$ cat config.mk
export PLATFORM = sky130hd
export DESIGN_NAME = write_order_queue
export DESIGN_NICKNAME = d
export VERILOG_FILES = /design/src/source/xbar_pkg.sv /design/src/source/write_order_queue.sv
export SDC_FILE = /design/constraint.sdc
export NUM_CORES = 1
export LEC_CHECK = 0
export BUFFER_PORTS_ARGS = -buffer_cell sky130_fd_sc_hd__buf_2
export CORE_UTILIZATION = 45
export CTS_BUF_LIST = sky130_fd_sc_hd__clkbuf_16
export CTS_CLUSTER_SIZE = 10
export DETAILED_ROUTE_END_ITERATION = 7
export PLACE_DENSITY_LB_ADDON = 0.25
export SYNTH_ARGS = -nofsm -noshare
export SYNTH_HDL_FRONTEND = slang
export SYNTH_SLANG_ARGS = --single-unit
$ cat constraint.sdc
create_clock -name clk -period 2.55 [get_ports clk]
set_clock_uncertainty 0.15 [all_clocks]
set_input_delay 0.51 -clock clk [delete_from_list [all_inputs] [get_ports clk]]
set_output_delay 0.51 -clock clk [all_outputs]
set_load 0.01 [all_outputs]
$ cat src/source/xbar_pkg.sv
`default_nettype none

package xbar_pkg;

    localparam int master_num      = 2;
    localparam int slave_num       = 2;
    localparam int addr_width      = 16;
    localparam int data_width      = 32;
    localparam int strb_width      = data_width / 8;
    localparam int id_width        = 4;
    localparam int extra_id_width  = 1;
    localparam int sid_width       = id_width + extra_id_width;
    localparam int len_width       = 8;
    localparam int resp_width      = 2;

    // write-order queue geometry
    localparam int w_buf_depth     = 4;
    localparam int w_ptr_width     = $clog2(w_buf_depth);
    localparam int w_cnt_width     = $clog2(w_buf_depth + 1);

    // slave index lives in the top address bits, so bit 15 picks slave 1
    localparam int slave_idx_width = $clog2(slave_num);
    localparam int slave_idx_lsb   = addr_width - slave_idx_width;

    typedef struct packed {
        logic [sid_width-1:0]  id;
        logic [addr_width-1:0] addr;
        logic [len_width-1:0]  len;
    } aw_payload_t;

    typedef struct packed {
        logic [data_width-1:0] data;
        logic [strb_width-1:0] strb;
        logic                  last;
    } w_payload_t;

    typedef struct packed {
        logic [id_width-1:0]   id;
        logic [resp_width-1:0] resp;
    } b_payload_t;

    // one-hot slave select from the address map
    function automatic logic [slave_num-1:0] decode_slave(input logic [addr_width-1:0] addr);
        logic [slave_num-1:0] sel;
        sel = '0;
        sel[addr[slave_idx_lsb +: slave_idx_width]] = 1'b1;
        return sel;
    endfunction

endpackage

`default_nettype wire

$ cat src/source/write_order_queue.sv
`default_nettype none
`timescale 1ns/1ns

module write_order_queue (
    input  logic                            clk,
    input  logic                            rst_n,
    input  logic                            awvalid,
    input  logic [xbar_pkg::addr_width-1:0] awaddr,
    input  logic                            aw_fire,
    input  logic                            w_last_fire,
    output logic [xbar_pkg::slave_num-1:0]  aw_target,
    output logic [xbar_pkg::slave_num-1:0]  w_target
);

    import xbar_pkg::*;

    logic [slave_num-1:0]   mem [w_buf_depth];
    logic [w_ptr_width-1:0] wr_ptr;
    logic [w_ptr_width-1:0] rd_ptr;
    logic [w_cnt_width-1:0] count;
    logic                   full;
    logic                   empty;
    logic                   push;
    logic                   pop;

    assign full  = count == w_cnt_width'(w_buf_depth);
    assign empty = count == '0;
    assign push  = aw_fire & ~full;
    assign pop   = w_last_fire & ~empty;

    // no request toward any slave while the order queue cannot take it
    assign aw_target = (awvalid && !full) ? decode_slave(awaddr) : '0;

    // head entry steers this master's write beats
    assign w_target = empty ? '0 : mem[rd_ptr];

    always_ff @(posedge clk) begin
        if (push) begin
            mem[wr_ptr] <= decode_slave(awaddr);
        end
    end

    always_ff @(posedge clk or negedge rst_n) begin
        if (!rst_n) begin
            wr_ptr <= '0;
            rd_ptr <= '0;
            count  <= '0;
        end else begin
            if (push) begin
                wr_ptr <= (wr_ptr == w_ptr_width'(w_buf_depth - 1)) ? '0 : wr_ptr + 1'b1;
            end
            if (pop) begin
                rd_ptr <= (rd_ptr == w_ptr_width'(w_buf_depth - 1)) ? '0 : rd_ptr + 1'b1;
            end
            case ({push, pop})
                2'b10:   count <= count + 1'b1;
                2'b01:   count <= count - 1'b1;
                default: count <= count;
            endcase
        end
    end

endmodule

`default_nettype wire

* Word level (Yosys, flattened, before mapping) *
Memory sizes are Yosys's and may differ from the RTL's.
Cells that the tools add are included.
Widths: inputs -> output; s select.

operators by class
  eq/ne operators = 5
  order comparisons = 2
  bitwise logic cells = 4
  reductions and logical operators = 5
  add/sub/neg operators = 4
  muxes and demuxes = 9

operators by type and width
  cell                 number
  $mux 2               4
  $eq 2x2->1 const B   3
  $pmux 3 s2           1
  $add 2x1->2 const B  2
  $add 3x1->3 const B  1
  $eq 3x3->1 const B   1
  $logic_not 3->1      1
  $mux 1               3
  $sub 3x1->3 const B  1
  $and 1x1->1          2
  $eq 2x1->1 const B   1
  $logic_and 1x1->1    2
  $lt 1x2->1 const B   1
  $not 1->1            2
  $reduce_bool 2->1    1
  $demux 1 s1          1
  $ge 1x1->1 const B   1
  $logic_not 1->1      1

word-level totals
  flip-flop bits (word level) = 7
  output and inout port bits = 4
  input bits = 21
  bits in writable memories = 8
  logic and storage cells = 33
  memories = 1

memories
  memory  words  width  rd ports  clocked after Yosys merged registers in  write ports  line                     RTL
  mem     4      2      1         0                                        1            write_order_queue.sv:17  logic [slave_num-1:0] mem [w_buf_depth];

* Longest topological paths before layout *
  word-level depth = 5
  depth in mapped cells = 9
  depth with buffers taken out = 9

* Worst setup path before layout *
OpenSTA, ideal clock, no wires.

  path type = register to register
  start = register count[0]
  end = register count[2]
  data arrival time = 1885 ps
  required time = 2321 ps
  buffers on the path = 0
  setup time = 79 ps
  path slack = 436 ps
  cell stages (with the launch flop) = 9
  cells stage by stage = dfrtp_1 -> or3b_4 -> nand2_4 -> ha_1 -> inv_1 -> fa_1 -> xor2_1 -> nor2_1 -> xor2_1

between the ends
  longest elaborated chain between the ends = 5
  elaborated cells between the ends (all ways) = 12
  those cells by class = add/sub (2); eq/ne (3); mux (1); bitwise (4); reduce/logical (2)

RTL lines
  element                                          line                                              RTL
  from (decl)                                      write_order_queue.sv:20                           logic [w_cnt_width-1:0] count;
  from (signal assigned)                           write_order_queue.sv:56                           2'b10: count <= count + 1'b1;
  from (signal assigned)                           write_order_queue.sv:57                           2'b01: count <= count - 1'b1;
  from (signal assigned)                           write_order_queue.sv:58                           default: count <= count;
  $eq 3x3->1 or $logic_not 3->1 (tied branches)    write_order_queue.sv:26, write_order_queue.sv:27
  $not 1->1 (on tied branches)                     write_order_queue.sv:28, write_order_queue.sv:29
  $and 1x1->1 (on tied branches)                   write_order_queue.sv:28, write_order_queue.sv:29
  $eq 2x1->1 or $eq 2x2->1 (tied branches)         write_order_queue.sv:55                           case ({push, pop})
  $pmux 3 s2 or $reduce_bool 2->1 (tied branches)  -

Several ways; a longest one is shown, not always the timed one.
A chain may end at the register's enable or synchronous reset.

* Worst setup path in the final report *
Ends and elaborated chain as after synthesis.

==> impl_metrics.ini <==
[run_status]
outcome = finished with violations
violations = design-rule violations

[power_and_ir_drop]
p_clk_frac = 0.268
leakage_nw = 0.431
finalPower_mw = 1.12
pwr-share-comb = 0.358
power.share.switching = 0.303
peakVddDrop_v = 0.000537
p_per_area_nw_per_um2 = 1210
switchingPower_uw = 341
cell_internal_pwr_uw = 783
seqPwrFrac = 0.374

[detailed_routing]
wl_per_cell_um = 13.0
finalWirelength_um = 1110
first_pass_iters = 6
ant_nets = 0
vias = 432
drt_iter0_drc = 5
routed_via_density = 5.08
drc = 2

[sta]
report.final.slew_viol_count = 0
fmax_mhz = 445
setup_slack_ns = 0.303
fin_crit_ns = 2.25
setup_viol = 0
tightest_slew_ns = 0.334
fin_crit_sh = 0.881
rsz0062_at_grt = no
final-hold-violation-count = 0
maxSlewHeadroom = 0.776
setup_tns_ns = 0
fin_hold_ws_ns = 0.354

[floorplan]
io_pins = 25
dieArea_um2 = 1880
fp-row-count = 14
core_area_um2 = 1560
die_y_um = 43.4
die_w_um = 43.4
start_util = 0.494

[cells_and_area]
antenna_cells = 0
final_cells = 85
layout.nets = 98
layout-drive-gt1-share = 0.362
areaGrowthSynthToFinish_pct = 20.5

[clocking]
path_clk_slew_ns = 0.05
clock-root-buffer = clkbuf_16
postCtsSetupBuffers = 0
cts_tree = yes
htree_levels = 1
clockBufferDepth = 2
post_cts_resized = 0
clock-sinks = 15
clk-insertion-delay-late_ns = 0.24
numCtsBuffers = 3

[worst_setup_path]
end_kind = flop
cp_data_required_time_ns = 2.56
worstReg2RegEnd = count[2]
cp-start-kind = flop
cp_data_arrival_time_ns = 2.26
rr_worst_depth = 8
worstSetupPathType = flop to flop
crit_fanout = 6
r2r-start = count[0]
regToRegSetupSlack_ns = 0.30
critPathLaunch = count[0]

[synthesis]
synth-compound-area-share = 0
syn_nets = 83
synthCells = 55
synth_top_cell_area_share = 0.312
netlist_area_um2 = 769
synth_area_leaders = edfxtp_1 (31%), dfrtp_1 (23%), ha_1 (9.8%), mux4_2 (5.9%), and3_2 (3.9%)
yosys.area_share.xor_xnor = 0.0341
yosysSeqAreaShare = 0.540
yosys.area_share.adder = 0.124
synth_top_family_by_area = multiplexers
synth-simple-area-share = 0.128
ys_warn_count = 0
synthMuxAreaShare = 0.140
yosysTopAreaCell = edfxtp_1
synth.distinct_cells = 19
ys_seq_elements = 15
avgSynthCellArea_um2 = 14.0

[hold_path]
hold_path_class = flop to flop
worstHoldStart = count[2]
hold_end = count[2]
min_path_cells = 1

[flow_run]
cap_violations = 0

[placement]
portBuffers = 9
place_inst = 80
hpwl_um = 822
pre_cts_ws_ns = 0.336
gp_congestion = 0.686

[global_route]
antenna_found_initial = 0
grt_max_degree = 11
grt_overflow = 0
grt_pass1_wl_um = 1770
first_global_vias = 446
grt_usage = 0.142
==> final cells by class <==
type                    instances  area [um2]
flip-flops and latches         15         415
clock buffers                   3        75.1
well taps                      16        20.0
fillers                       134         632
repair buffers                 10        55.1
multi-input cells              33         328
inverters                       7        26.3
clock inverters                 1        7.51
==> routing by layer <==
layer | part of all wire | global-route usage | wire length (um)
met3 | 0.028 | 0.0375 | 31
met4 | 0.038 | 0.156 | 42
met2 | 0.51 | 0.233 | 560
met1 | 0.43 | 0.136 | 472
met5 | 0 | 0 | 0
==> stage by stage <==
stage	utilization	cell area [um2]
6_report	0.595	927
3_3_place_gp	0.535	835
3_5_place_dp	0.535	835
5_1_grt	0.595	927
4_1_cts	0.595	927
2_1_floorplan	-	769
==> power groups by stage <==
stage	clock [mW]	sequential, mW	combinational [mW]
global route	0.318	0.436	0.452
CTS	0.309	0.424	0.410
floorplan	0	0.406	0.327
finish	0.301	0.421	0.402
detailed placement	0	0.424	0.405
global placement	0	0.421	0.395
==> worst max-delay path: stages, from the launching register on <==
cell     delay (ns)
dfrtp_1        0.42
or3b_4         0.45
nand2_4        0.11
ha_1           0.19
inv_1          0.06
fa_1           0.37
xor2_1         0.15
nor2_1         0.11
xor2_1         0.16
==> cells in the mapped netlist <==
cell type  count
edfxtp_1       8
dfrtp_1        7
inv_1          7
ha_1           6
nor2_1         5
and3_2         4
mux2_2         2
mux2_4         2
mux4_2         2
nor2b_1        2
xor2_1         2
fa_1           1
mux2i_1        1
nand2_1        1
nand2_4        1
nand2b_1       1
nor3_1         1
or3b_4         1
xnor2_1        1
==> cell usage in the layout, fill, tap and decap left out, drive strengths merged, types with 3 or more instances in the layout <==
master  n
edfxtp  8
ha      6
mux2    4
buf     9
clkbuf  3
inv     7
nor2    5
and3    4
dfrtp   7
==> registers in the layout (all words and copies together), names as in the netlist <==
register  cells
count         3
wr_ptr        2
mem           8
rd_ptr        2
==> timing repair <==
action	4_1_cts	5_1_grt
endpoints found under the hold margin	7	0
hold buffers	1	0
setup endpoints to repair	0	0
==> worst max-delay path by stage <==
stage	endpoint	cells past startpoint
floorplan	count[2]	8
global placement	count[2]	8
detailed placement	count[2]	8
CTS	count[2]	8
global route	count[2]	8
finish	count[2]	8
==> cell families (layout without fill, tap and decap cells) <==
group	count (synthesis)	count (layout)
and+or+nand+nor	16	16
DFF	15	15
adders and majority gates	7	7
muxes	7	7
buffers and inverters	7	21
xor gates and xnor gates	3	3
Power figures use the tool's default switching activity.
